==> config.mk <==
export PLATFORM = sky130hd
export DESIGN_NAME = ppu_top
export DESIGN_NICKNAME = d
export VERILOG_FILES = /design/src/common/ppu_pkg.sv /design/src/design/ppu_top.sv /design/src/postproc/scanline_emu.sv /design/src/postproc/gamma_correct.sv /design/src/design/n64_vinfo.sv /design/src/design/n64_vdemux.sv
export VERILOG_INCLUDE_DIRS = /design/src /design/src/common
export SDC_FILE = /design/constraint.sdc
export NUM_CORES = 1
export LEC_CHECK = 0
export ABC_AREA = 0
export CAP_MARGIN = 25
export CORE_ASPECT_RATIO = 0.8
export CORE_MARGIN = 10
export CORE_UTILIZATION = 35
export DETAILED_ROUTE_END_ITERATION = 12
export DONT_BUFFER_PORTS = 1
export PLACE_DENSITY = 0.47
export SLEW_MARGIN = 10
export SYNTH_ARGS = -nofsm -noshare
export SYNTH_HDL_FRONTEND = slang
export SYNTH_HIERARCHICAL = 1
export SYNTH_SLANG_ARGS = --single-unit
==> constraint.sdc <==
create_clock -name N64_CLK_i -period 9.5 [get_ports N64_CLK_i]
set_clock_uncertainty 0.2 [all_clocks]
set_input_delay 0.475 -clock N64_CLK_i [delete_from_list [all_inputs] [get_ports N64_CLK_i]]
set_output_delay 0.475 -clock N64_CLK_i [all_outputs]
set_load 0.02 [all_outputs]
==> src/common/ppu_defines.svh <==
// pixel processing unit constants for bus widths, pixel phases and video thresholds
`ifndef PPU_DEFINES_SVH
`define PPU_DEFINES_SVH

// colour widths on the n64 bus and at the output
`define PPU_COLOR_W_IN  7
`define PPU_COLOR_W_OUT 8

// sync nibble, all bits active low
`define PPU_SYNC_W      4
`define PPU_SYNC_NVSYNC 3
`define PPU_SYNC_NCLAMP 2
`define PPU_SYNC_NHSYNC 1
`define PPU_SYNC_NCSYNC 0

// bus phase after the sync nibble cycle
`define PPU_PH_RED   2'd0
`define PPU_PH_GREEN 2'd1
`define PPU_PH_BLUE  2'd2
`define PPU_PH_IDLE  2'd3

// line counting, more lines than this means PAL
`define PPU_LINECNT_W 10
`define PPU_PAL_LINES 288

// scanline strength setting
`define PPU_SL_STR_W 4

`endif
==> src/common/ppu_pkg.sv <==
// pixel processing unit types shared by the front end and post-processing
`include "ppu_defines.svh"

package ppu_pkg;

  // one colour as carried on the n64 bus
  typedef logic [`PPU_COLOR_W_IN-1:0] color_in_t;

  // red, green, blue from the msb down
  typedef logic [3*`PPU_COLOR_W_IN-1:0] pixel_in_t;

  // one colour after expansion
  typedef logic [`PPU_COLOR_W_OUT-1:0] color_out_t;

  typedef logic [3*`PPU_COLOR_W_OUT-1:0] pixel_out_t;

  // sync nibble, see the bit positions in the defines
  typedef logic [`PPU_SYNC_W-1:0] sync_t;

  // lines per frame
  typedef logic [`PPU_LINECNT_W-1:0] linecnt_t;

  // gamma curve select, value 3 behaves as linear
  typedef enum logic [1:0] {
    GAMMA_LINEAR = 2'd0,
    GAMMA_BRIGHT = 2'd1,
    GAMMA_DARK   = 2'd2
  } gamma_e;

  typedef logic [`PPU_SL_STR_W-1:0] sl_str_t;

endpackage

==> src/design/ppu_top.sv <==
// n64 pixel processing front end: bus demux, video info and post-processing chain
`timescale 1ns/1ps

module ppu_top (
  input  logic                N64_CLK_i,
  input  logic                arst_n_i,
  input  logic                nVDSYNC_i,
  input  ppu_pkg::color_in_t  VD_i,
  input  logic                cfg_16bit_i,
  input  ppu_pkg::gamma_e     cfg_gamma_i,
  input  logic                cfg_sl_en_i,
  input  ppu_pkg::sl_str_t    cfg_sl_str_i,
  output ppu_pkg::pixel_out_t VD_o,
  output logic                valid_o,
  output logic                HSYNC_o,
  output logic                VSYNC_o,
  output logic                DE_o,
  output logic                vdata_detected_o,
  output logic                pal_o,
  output logic                interlaced_o
);

  ppu_pkg::sync_t      dmx_sync_w;
  ppu_pkg::pixel_in_t  dmx_pix_w;
  logic                dmx_valid_w;
  ppu_pkg::sync_t      gc_sync_w;
  ppu_pkg::pixel_out_t gc_pix_w;
  logic                gc_valid_w;

  // ==========================================================================
  // front end
  // ==========================================================================

  n64_vdemux vdemux_i (
    .N64_CLK_i   (N64_CLK_i),
    .arst_n_i    (arst_n_i),
    .nVDSYNC_i   (nVDSYNC_i),
    .VD_i        (VD_i),
    .sync_o      (dmx_sync_w),
    .pix_o       (dmx_pix_w),
    .pix_valid_o (dmx_valid_w)
  );

  n64_vinfo vinfo_i (
    .N64_CLK_i        (N64_CLK_i),
    .arst_n_i         (arst_n_i),
    .sync_i           (dmx_sync_w),
    .pix_valid_i      (dmx_valid_w),
    .vdata_detected_o (vdata_detected_o),
    .pal_o            (pal_o),
    .interlaced_o     (interlaced_o)
  );

  // ==========================================================================
  // post-processing
  // ==========================================================================

  gamma_correct gamma_i (
    .N64_CLK_i   (N64_CLK_i),
    .arst_n_i    (arst_n_i),
    .pix_i       (dmx_pix_w),
    .sync_i      (dmx_sync_w),
    .pix_valid_i (dmx_valid_w),
    .cfg_16bit_i (cfg_16bit_i),
    .cfg_gamma_i (cfg_gamma_i),
    .pix_o       (gc_pix_w),
    .sync_o      (gc_sync_w),
    .pix_valid_o (gc_valid_w)
  );

  // last stage drives the video outputs
  scanline_emu scanline_i (
    .N64_CLK_i   (N64_CLK_i),
    .arst_n_i    (arst_n_i),
    .pix_i       (gc_pix_w),
    .sync_i      (gc_sync_w),
    .pix_valid_i (gc_valid_w),
    .sl_en_i     (cfg_sl_en_i),
    .sl_str_i    (cfg_sl_str_i),
    .VD_o        (VD_o),
    .valid_o     (valid_o),
    .HSYNC_o     (HSYNC_o),
    .VSYNC_o     (VSYNC_o),
    .DE_o        (DE_o)
  );

endmodule

==> src/postproc/scanline_emu.sv <==
// horizontal scanline emulation that darkens every odd line by a set strength
`timescale 1ns/1ps
`include "ppu_defines.svh"

module scanline_emu (
  input  logic                N64_CLK_i,
  input  logic                arst_n_i,
  input  ppu_pkg::pixel_out_t pix_i,
  input  ppu_pkg::sync_t      sync_i,
  input  logic                pix_valid_i,
  input  logic                sl_en_i,
  input  ppu_pkg::sl_str_t    sl_str_i,
  output ppu_pkg::pixel_out_t VD_o,
  output logic                valid_o,
  output logic                HSYNC_o,
  output logic                VSYNC_o,
  output logic                DE_o
);

  localparam int unsigned W = `PPU_COLOR_W_OUT;

  ppu_pkg::sync_t      sync_prev_q;
  logic                parity_q;
  logic                parity_w;
  logic                dim_w;
  logic [`PPU_SL_STR_W:0] str_inc_w;
  logic [8:0]          s8_full_w;
  ppu_pkg::color_out_t s8_w;

  function automatic ppu_pkg::color_out_t dim_color(
    input ppu_pkg::color_out_t c,
    input ppu_pkg::color_out_t s
  );
    logic [15:0] prod;
    prod = c * s;
    return c - prod[15:8];
  endfunction

  // strength 0..15 maps to 15..255
  assign str_inc_w = {1'b0, sl_str_i} + 1'b1;
  assign s8_full_w = {str_inc_w, 4'b0000} - 9'd1;
  assign s8_w      = s8_full_w[7:0];

  // new parity already applies to the pixel that opens a line
  always_comb begin
    parity_w = parity_q;
    if (pix_valid_i && sync_prev_q[`PPU_SYNC_NVSYNC] && !sync_i[`PPU_SYNC_NVSYNC]) begin
      parity_w = 1'b0;
    end else if (pix_valid_i && sync_prev_q[`PPU_SYNC_NHSYNC] &&
                 !sync_i[`PPU_SYNC_NHSYNC]) begin
      parity_w = !parity_q;
    end
  end

  assign dim_w = sl_en_i && parity_w;

  always_ff @(posedge N64_CLK_i or negedge arst_n_i) begin
    if (!arst_n_i) begin
      sync_prev_q <= '1;
      parity_q    <= 1'b0;
      valid_o     <= 1'b0;
      VD_o        <= '0;
      HSYNC_o     <= 1'b0;
      VSYNC_o     <= 1'b0;
      DE_o        <= 1'b0;
    end else begin
      valid_o <= pix_valid_i;
      if (pix_valid_i) begin
        sync_prev_q <= sync_i;
        parity_q    <= parity_w;
        VD_o        <= dim_w ? {dim_color(pix_i[2*W +: W], s8_w),
                                dim_color(pix_i[W +: W], s8_w),
                                dim_color(pix_i[0 +: W], s8_w)} : pix_i;
        // active high at the output
        HSYNC_o <= !sync_i[`PPU_SYNC_NHSYNC];
        VSYNC_o <= !sync_i[`PPU_SYNC_NVSYNC];
        DE_o    <= !sync_i[`PPU_SYNC_NCLAMP];
      end
    end
  end

endmodule

==> src/postproc/gamma_correct.sv <==
// colour depth reduction, expansion to 8 bits and gamma curve per channel
`timescale 1ns/1ps
`include "ppu_defines.svh"

module gamma_correct (
  input  logic                N64_CLK_i,
  input  logic                arst_n_i,
  input  ppu_pkg::pixel_in_t  pix_i,
  input  ppu_pkg::sync_t      sync_i,
  input  logic                pix_valid_i,
  input  logic                cfg_16bit_i,
  input  ppu_pkg::gamma_e     cfg_gamma_i,
  output ppu_pkg::pixel_out_t pix_o,
  output ppu_pkg::sync_t      sync_o,
  output logic                pix_valid_o
);

  localparam int unsigned W = `PPU_COLOR_W_IN;

  function automatic ppu_pkg::color_out_t conv_color(
    input ppu_pkg::color_in_t c,
    input logic               mode16,
    input ppu_pkg::gamma_e    curve
  );
    ppu_pkg::color_in_t  m;
    ppu_pkg::color_out_t e;
    m = c;
    // 16-bit mode drops the two lsbs
    if (mode16) begin
      m[1:0] = 2'b00;
    end
    e = {m, m[W-1]};
    case (curve)
      ppu_pkg::GAMMA_BRIGHT: return e + ((8'hFF - e) >> 2);
      ppu_pkg::GAMMA_DARK:   return e - (e >> 2);
      default:               return e;
    endcase
  endfunction

  always_ff @(posedge N64_CLK_i) begin
    if (pix_valid_i) begin
      pix_o  <= {conv_color(pix_i[2*W +: W], cfg_16bit_i, cfg_gamma_i),
                 conv_color(pix_i[W +: W], cfg_16bit_i, cfg_gamma_i),
                 conv_color(pix_i[0 +: W], cfg_16bit_i, cfg_gamma_i)};
      sync_o <= sync_i;
    end
  end

  always_ff @(posedge N64_CLK_i or negedge arst_n_i) begin
    if (!arst_n_i) begin
      pix_valid_o <= 1'b0;
    end else begin
      pix_valid_o <= pix_valid_i;
    end
  end

endmodule

==> src/design/n64_vinfo.sv <==
// video info detection from the sync stream: data present, PAL and interlacing
`timescale 1ns/1ps
`include "ppu_defines.svh"

module n64_vinfo (
  input  logic           N64_CLK_i,
  input  logic           arst_n_i,
  input  ppu_pkg::sync_t sync_i,
  input  logic           pix_valid_i,
  output logic           vdata_detected_o,
  output logic           pal_o,
  output logic           interlaced_o
);

  ppu_pkg::sync_t    sync_prev_q;
  ppu_pkg::linecnt_t line_cnt_q;
  ppu_pkg::linecnt_t prev_cnt_q;
  logic [1:0]        frames_seen_q;
  logic              hs_fall_w;
  logic              vs_fall_w;

  // edges against the previous pixel's nibble
  assign hs_fall_w = pix_valid_i && sync_prev_q[`PPU_SYNC_NHSYNC] &&
                     !sync_i[`PPU_SYNC_NHSYNC];
  assign vs_fall_w = pix_valid_i && sync_prev_q[`PPU_SYNC_NVSYNC] &&
                     !sync_i[`PPU_SYNC_NVSYNC];

  // idle level of all syncs is high
  always_ff @(posedge N64_CLK_i or negedge arst_n_i) begin
    if (!arst_n_i) begin
      sync_prev_q <= '1;
    end else if (pix_valid_i) begin
      sync_prev_q <= sync_i;
    end
  end

  // ==========================================================================
  // line counting
  // ==========================================================================

  // frame start pixel usually also opens line 0, so it counts as one
  always_ff @(posedge N64_CLK_i or negedge arst_n_i) begin
    if (!arst_n_i) begin
      line_cnt_q <= '0;
    end else if (vs_fall_w) begin
      line_cnt_q <= {{(`PPU_LINECNT_W-1){1'b0}}, hs_fall_w};
    end else if (hs_fall_w) begin
      line_cnt_q <= line_cnt_q + 1'b1;
    end
  end

  // ==========================================================================
  // flags, updated on frame starts only
  // ==========================================================================

  // first frame start closes a partial frame, nothing is judged there
  always_ff @(posedge N64_CLK_i or negedge arst_n_i) begin
    if (!arst_n_i) begin
      frames_seen_q    <= 2'd0;
      prev_cnt_q       <= '0;
      vdata_detected_o <= 1'b0;
      pal_o            <= 1'b0;
      interlaced_o     <= 1'b0;
    end else if (vs_fall_w) begin
      prev_cnt_q <= line_cnt_q;
      if (frames_seen_q != 2'd2) begin
        frames_seen_q <= frames_seen_q + 2'd1;
      end
      if (frames_seen_q != 2'd0) begin
        vdata_detected_o <= 1'b1;
        pal_o            <= line_cnt_q > ppu_pkg::linecnt_t'(`PPU_PAL_LINES);
      end
      // needs two complete frames to compare
      if (frames_seen_q == 2'd2) begin
        interlaced_o <= line_cnt_q != prev_cnt_q;
      end
    end
  end

endmodule

==> src/design/n64_vdemux.sv <==
// n64 video bus demux that turns four bus cycles into one sync nibble and pixel
`timescale 1ns/1ps
`include "ppu_defines.svh"

module n64_vdemux (
  input  logic               N64_CLK_i,
  input  logic               arst_n_i,
  input  logic               nVDSYNC_i,
  input  ppu_pkg::color_in_t VD_i,
  output ppu_pkg::sync_t     sync_o,
  output ppu_pkg::pixel_in_t pix_o,
  output logic               pix_valid_o
);

  logic [1:0]         phase_q;
  ppu_pkg::sync_t     sync_hold_q;
  ppu_pkg::color_in_t red_hold_q;
  ppu_pkg::color_in_t green_hold_q;
  logic               blue_w;

  // blue is on the bus, pixel is complete at this edge
  assign blue_w = nVDSYNC_i && (phase_q == `PPU_PH_BLUE);

  // ==========================================================================
  // phase tracking
  // ==========================================================================

  // parks in idle until the next sync nibble
  always_ff @(posedge N64_CLK_i or negedge arst_n_i) begin
    if (!arst_n_i) begin
      phase_q <= `PPU_PH_IDLE;
    end else if (!nVDSYNC_i) begin
      phase_q <= `PPU_PH_RED;
    end else if (phase_q != `PPU_PH_IDLE) begin
      phase_q <= phase_q + 2'd1;
    end
  end

  // holding registers for the parts that arrive early
  always_ff @(posedge N64_CLK_i) begin
    if (!nVDSYNC_i) begin
      sync_hold_q <= VD_i[`PPU_SYNC_W-1:0];
    end else if (phase_q == `PPU_PH_RED) begin
      red_hold_q <= VD_i;
    end else if (phase_q == `PPU_PH_GREEN) begin
      green_hold_q <= VD_i;
    end
  end

  // ==========================================================================
  // pixel output
  // ==========================================================================

  always_ff @(posedge N64_CLK_i) begin
    if (blue_w) begin
      pix_o  <= {red_hold_q, green_hold_q, VD_i};
      sync_o <= sync_hold_q;
    end
  end

  // one pulse per pixel, aligned with pix_o
  always_ff @(posedge N64_CLK_i or negedge arst_n_i) begin
    if (!arst_n_i) begin
      pix_valid_o <= 1'b0;
    end else begin
      pix_valid_o <= blue_w;
    end
  end

endmodule

After elaboration in Yosys (flattened, before gate mapping):

Cells that the tools add are included.

* register bits after elaboration: 137
* input bits: 18
* output and inout port bits: 31
* logic and storage cells: 95

* add/sub/neg operators: 17
* $mul: 3
* order comparisons: 1
* equality and inequality tests: 9
* muxes and demuxes: 16
* bitwise gates (word level): 1
* reductions and logical operators: 24

Operator list (number)
* $mul 8x8->16: 3
* $pmux 8 s2: 3
* $add 8x6->8: 3
* $mux 24: 1
* $sub 8x6->8: 3
* $sub 8x8->8: 3
* $sub 8x8->8 const A: 3
* $mux 10: 2
* $mux 2: 8
* $add 10x1->10 const B: 1
* $gt 10x9->1 const B: 1
* $logic_and 1x1->1: 10
* $ne 10x10->1: 1
* $reduce_and 2->1: 4
* $sub 8x1->8 const B: 1
* $eq 2x2->1 const B: 3
* $logic_not 1->1: 6
* $add 2x1->2 const B: 2
* $add 4x1->4 const B: 1
* $eq 2x1->1 const B: 2
* $ne 2x2->1 const B: 2
* $reduce_bool 2->1: 2
* $reduce_and 3->1: 1
* $logic_not 2->1: 1
* other kinds (3): 4

Logic depth before layout (Yosys ltp):

Gate-level depths: netlist of the first run.

* word-level depth: 6
* depth in mapped cells: 29

Modules after synthesis:

Netlist of the first run, hierarchy kept.

Modules (own cells, without submodules)
* scanline_emu: times used 1, cells an instance 846, area each 7547.2 µm², sequential area each 778.2 µm²
* gamma_correct: times used 1, cells an instance 266, area each 2489.9 µm², sequential area each 865.8 µm²
* n64_vdemux: times used 1, cells an instance 61, area each 1476.4 µm², sequential area each 1368.8 µm²
* n64_vinfo: times used 1, cells an instance 137, area each 1350.0 µm², sequential area each 678.2 µm²

Worst setup path before layout of the first run:

OpenSTA, ideal clock, no wires.

* path kind: in2reg
* start: input cfg_sl_str_i[0]
* end: register scanline_i.VD_o[15]
* library setup time: 0.082 ns
* data arrival time: 7.208 ns
* slack: 2.010 ns
* cell stages on the path: 27
* cells stage by stage: ha_1 > o21ai_0 > nand2_1 > xnor2_1 > clkbuf_1 > nand2_1 > fa_1 > fa_1 > fa_1 > fa_1 > inv_1 > ha_1 > or3_1 > or2_0 > or4_4 > a31oi_4 > nor2b_1 > o21a_1 > or2_1 > ha_1 > or3_1 > o21ai_0 > a21oi_1 > xnor2_1 > xnor2_2 > a21o_2 > a31oi_1

* cells in the longest elaborated chain, start to end: 5

RTL lines
* start: declaration: RTL line ppu_top.sv:12 `input ppu_pkg::sl_str_t cfg_sl_str_i,`
* $add 4x1->4: RTL line scanline_emu.sv:40 `assign str_inc_w = {1'b0, sl_str_i} + 1'b1;`
* $sub 8x1->8: RTL line scanline_emu.sv:41 `assign s8_full_w = {str_inc_w, 4'b0000} - 9'd1;`
* $mul 8x8->16: RTL line scanline_emu.sv:35 `prod = c * s;`
* $sub 8x8->8: RTL line scanline_emu.sv:36 `return c - prod[15:8];`
* $mux 24: RTL line scanline_emu.sv:71 `VD_o <= dim_w ? {dim_color(pix_i[2*W +: W], s8_w),`
* end signal: assignment: RTL line scanline_emu.sv:71
* end: declaration: RTL line scanline_emu.sv:13 `output ppu_pkg::pixel_out_t VD_o,`

Every way passes these cells.
A chain may end at the register's enable or synchronous reset.

Worst setup path after layout of the first run:

Ends and elaborated chain as after synthesis.

==> impl_metrics.yaml, run 1 <==
run_status:
  status: "finished clean"
worst_setup_path:
  r2r-start: "gamma_i/pix_o[9]"
  crit_type: "input pin to flop"
  crit_start: "cfg_sl_str_i[0]"
  reg2reg_setup_slack_ns: 2.48
  end_kind: "flop"
  worstSetupStartpointType: "input pin"
  crit_path_max_fanout: 27
  worst_ep_required_time_ns: 9.64
  r2r-end: "scanline_i/VD_o[15]"
  ff2ff_path_depth: 23
  cp.arrival_ns: 7.60
logic_synthesis:
  syn-num-nets: 1584
  syn_inst: 1307
  syn-mean-instance-area_sq_um: 9.77
  ys_warn_count: 6
  syn_area_sq_um: 12800
timing:
  hold_violations: 0
  relSlewSlack_pct: 44.5
  final-setup-viol-count: 0
  fin_crit_ns: 7.46
  finalSetupTns_ns: 0
  slew_violations: 0
  max_freq_mhz: 134
  period_share_pct: 78.5
  rsz0062_at_grt: "no"
  tightest_slew_ns: 0.826
global_route:
  grt_overflow: 0
  grt_usage_pct: 13.2
  grt_pass1_wl_mm: 47.1
  antenna_found_initial: 0
  grt_max_degree: 63
  grt_pass1_vias: 8944
clock_tree:
  clkSinkCount: 130
  clock_latency_ns: 0.44
  ctsRootBufferMaster: "clkbuf_16"
  cts_tree: "done"
  cts_buffers: 17
  clockBufferDepth: 2
  clk_pin_slew_worst_paths_ns: 0.06
  htreeDepth: 4
  cts_resized: 0
routing:
  vias: 8575
  antenna_left: 0
  drc: 0
  routed_wirelength_mm: 27.8
  wl_per_cell_um: 15.4
  via_per_inst: 4.76
  drtIter0Drc: 461
  firstDrtPassIters: 5
pwr:
  total_power_mw: 4.83
  ir_worst_vdd_v: 0.000269
  power.density_nw_per_um2: 346
  p_leak_nw: 6.37
die:
  die_area_sq_um: 44600
  row_count: 62
  io-pin-count: 49
  core-area_sq_um: 36000
  start_util_pct: 35.5
  die_w_um: 234
  die_h_um: 191
placed_design:
  place.gp.congestion: 0.773
  portBuffers: 0
  hpwl_mm: 21.3
layout:
  diodes: 0
  final_nets: 1586
  syn2layout_area_growth_pct: 9.24
  drive_gt1_share_pct: 5.98
  mostFrequentLayoutCell: "inv_1"
  final_cell_mix: "212 x inv_1, 148 x ha_1, 111 x fa_1"
run:
  drv_cap: 0
min_path:
  min_to: "vdemux_i/phase_q[1]"
  min_path_cells: 2
  min_path_type: "input pin to flop"
  worstHoldStart: "nVDSYNC_i"
-- registers in the layout (all words and copies together), names as in the netlist, 2 cells and up --
signal	flops
vdemux_i/sync_o	3
vinfo_i/line_cnt_q	10
vinfo_i/prev_cnt_q	10
vinfo_i/frames_seen_q	2
vdemux_i/pix_o	21
vdemux_i/phase_q	2
gamma_i/pix_o	24
vdemux_i/red_hold_q	7
scanline_i/sync_prev_q	2
vdemux_i/sync_hold_q	3
scanline_i/VD_o	24
gamma_i/sync_o	3
vdemux_i/green_hold_q	7
vinfo_i/sync_prev_q	2
-- report_power, final --
part | internal, mW | leakage, nW | switching (mW)
clock network | 0.367 | 0.281 | 0.280
registers | 0.714 | 1.38 | 0.177
logic | 1.51 | 4.71 | 1.78
total | 2.59 | 6.37 | 2.24
-- metrics by stage --
stage          utilization, %  cells  area [sq um]  hold WS [ns]  setup slack (ns)
3_3_place_gp             36.8   1760         13300       -0.0184              1.67
2_1_floorplan               -   1307         12800       -0.0206              2.01
6_report                 38.8   1802         14000        0.0333              2.04
5_1_grt                  38.8   1802         14000        0.0752              1.51
4_1_cts                  38.8   1802         14000       0.00839              2.02
3_5_place_dp             36.9   1761         13300       -0.0187              1.60
-- repair_timing --
action | CTS | global route
hold buffers | 9 | 0
setup buffers | 0 | 0
hold endpoints to repair | 86 | 0
-- layer usage --
| metal | vias to the layer above | global-route usage, % | routed length [um] |
|---|---|---|---|
| li1 | 4300 | - | - |
| met1 | 4186 | 18.4 | 14200 |
| met2 | 77 | 21.2 | 12700 |
| met3 | 12 | 2.16 | 716 |
| met4 | 0 | 2.77 | 175 |
| met5 | - | 0 | 0 |
-- how the worst max path moves through the flow --
stage                           to  slack (ns)
2_1_floorplan  scanline_i/VD_o[15]        2.01
3_3_place_gp   scanline_i/VD_o[15]        1.67
3_5_place_dp   scanline_i/VD_o[15]        1.60
4_1_cts        scanline_i/VD_o[15]        2.02
5_1_grt        scanline_i/VD_o[15]        1.51
6_report       scanline_i/VD_o[15]        2.04
-- worst max-delay path, stage by stage --
cell and delay [ns]:
ha_1 0.31, o21ai_0 0.18, nand2_1 0.11, xnor2_1 0.67
and2_1 0.26, fa_1 0.39, inv_1 0.09, fa_1 0.41
fa_1 0.51, fa_1 0.54, inv_1 0.04, ha_1 0.22
or3_1 0.36, or2_0 0.21, or4_4 0.54, a31oi_4 0.23
nor2b_1 0.09, o21a_1 0.18, or2_1 0.23, ha_1 0.31
or3_1 0.37, o21ai_0 0.08, a21oi_1 0.07, xnor2_1 0.24
xnor2_2 0.09, a21o_2 0.21, a31oi_1 0.16
-- area by class of cell --
type | instances | area (sq um)
multi-input combinational | 930 | 8200
clock inverter | 15 | 153
clock buffer | 17 | 425
tap | 480 | 601
inverter | 213 | 800
sequential | 130 | 3600
timing repair buffer | 17 | 175
fill | 3590 | 22000
Note: power is estimated with default switching activity, not from simulation.
==> inputs of run 2 (changes only) <==
- clock period: 9.5 -> 7.69 ns (I/O delays scaled with it)
==> impl_metrics.yaml, run 2 (synthesis gave the netlist of run 1 again) <==
timing:
  tightest_slew_ns: 0.749
  relSlewSlack_pct: 50.0
  hold_violations: 0
  fin_crit_ns: 7.10
  final-setup-viol-count: 0
  rsz0062_at_grt: "no"
  slew_violations: 0
  period_share_pct: 92.3
  finalSetupTns_ns: 0
  max_freq_mhz: 141
layout:
  multi_input_area_sq_um: 8200
  final_cells: 1808
  fin_area_sq_um: 14000
  final_cell_mix: "212 x inv_1, 148 x ha_1, 111 x fa_1"
  final_nets: 1592
  syn2layout_area_growth_pct: 9.49
  final_util_pct: 38.9
  diodes: 0
  nFillCells: 3589
  largest_registers: "gamma_i/pix_o x24, scanline_i/VD_o x24, vdemux_i/pix_o x21"
  mostFrequentLayoutCell: "inv_1"
  drive_gt1_share_pct: 6.33
  register_area_sq_um: 3600
routing:
  antenna_left: 0
  drtIter0Drc: 467
  via_per_inst: 4.68
  vias: 8459
  drc: 0
  routed_wirelength_mm: 27.6
  wl_per_cell_um: 15.2
  firstDrtPassIters: 4
worst_setup_path:
  crit_path_max_fanout: 27
  crit_buf_inv: 3
  worst_ep_required_time_ns: 7.84
  crit_cells: 28
  worstSetupStartpointType: "input pin"
  cp.arrival_ns: 7.25
  end_kind: "flop"
  cp_slowest_cell: "fa_1"
  path_delay_family: "adder cells"
  crit_type: "input pin to flop"
  ff2ff_path_depth: 23
  path_common_cell: "fa_1"
  worst_path_largest_cell_delay_ns: 0.54
clock_tree:
  clock_latency_ns: 0.44
  ctsRootBufferMaster: "clkbuf_16"
  cts_buffers: 17
  post_cts.repair.setup_buffers: 0
  htreeDepth: 4
  clkSinkCount: 130
  cts_tree: "done"
  clk_pin_slew_worst_paths_ns: 0.07
  clockBufferDepth: 2
pwr:
  power.density_nw_per_um2: 421
  ir_worst_vdd_v: 0.000258
  p_leak_nw: 6.38
min_path:
  min_path_type: "input pin to flop"
  min_path_cells: 2
global_route:
  grt_pass1_vias: 8977
  grt_overflow: 0
  grt_usage_pct: 13.3
  grt_max_degree: 63
  antenna_found_initial: 0
  grt_pass1_wl_mm: 47.3
die:
  core-area_sq_um: 36000
  die_w_um: 234
  start_util_pct: 35.5
  io-pin-count: 49
  die_h_um: 191
  row_count: 62
  die_area_sq_um: 44600
placed_design:
  hpwl_mm: 21.4
  portBuffers: 0
  dp.cells: 1766
  placed_area_sq_um: 13300
  place.gp.congestion: 0.781
run:
  drv_cap: 0
run_status:
  status: "finished clean"
==> run 2: changes by cell type in the layout (fill, tap and decap cells not counted), sizes merged <==
cell / change
dlygate4sd3: +1
clkinvlp: +3
buf: +5
clkinv: -3
bufinv: -1
inv: +1
==> run 2: layout make-up <==
| cell class | instances | share of cell area [%] |
|---|---|---|
| Timing Repair Buffer | 23 | 1.68 |
| Clock inverter | 15 | 0.895 |
| Tap cell | 480 | 4.29 |
| Inverter | 213 | 5.72 |
| Clock buffer | 17 | 3.04 |
| Multi-Input combinational cell | 930 | 58.6 |
| Sequential cell | 130 | 25.8 |
==> run 2: power by group <==
group / internal (mW) / switching, mW
clock: 0.418 / 0.340
sequential: 0.882 / 0.214
combinational: 1.86 / 2.18
total: 3.16 / 2.73
==> run 2: through the flow <==
| stage | total power, mW | worst slack (ns) | hold slack [ns] |
|---|---|---|---|
| 2_1_floorplan | 4.30 | 0.290 | -0.111 |
| 3_3_place_gp | 5.15 | 0.170 | -0.109 |
| 3_5_place_dp | 5.15 | 0.140 | -0.109 |
| 4_1_cts | 6.00 | 0.615 | 0.0940 |
| 5_1_grt | 6.64 | 0.154 | 0.120 |
| 6_report | 5.89 | 0.591 | 0.129 |
==> run 2: final timing paths <==
| kind | slack (ns) | to | startpoint |
|---|---|---|---|
| setup / recovery | 0.59 | scanline_i/VD_o[15] | cfg_sl_str_i[0] |
| hold / removal | 0.13 | vdemux_i/green_hold_q[6] | nVDSYNC_i |
| setup reg to reg | 0.74 | scanline_i/VD_o[15] | gamma_i/pix_o[10] |
| hold reg to reg | 0.21 | vdemux_i/pix_o[16] | vdemux_i/red_hold_q[2] |
| max in group asynchronous | 6.64 | vdemux_i/phase_q[1] | arst_n_i |
| min in group asynchronous | 0.34 | vinfo_i/interlaced_o | arst_n_i |
==> run 2: layer usage <==
metal / GRT usage, % / vias up / part of all wire, %
li1: - / 4327 / -
met2: 21.1 / 74 / 45
met5: 0 / - / 0
met3: 2.57 / 12 / 3.0
met1: 18.4 / 4046 / 51
met4: 2.97 / 0 / 0.75
==> run 2: repair_timing <==
| action | CTS | global route |
|---|---|---|
| endpoints found under the hold margin | 91 | 0 |
| hold buffers | 10 | 0 |
| resized for setup | 0 | 0 |
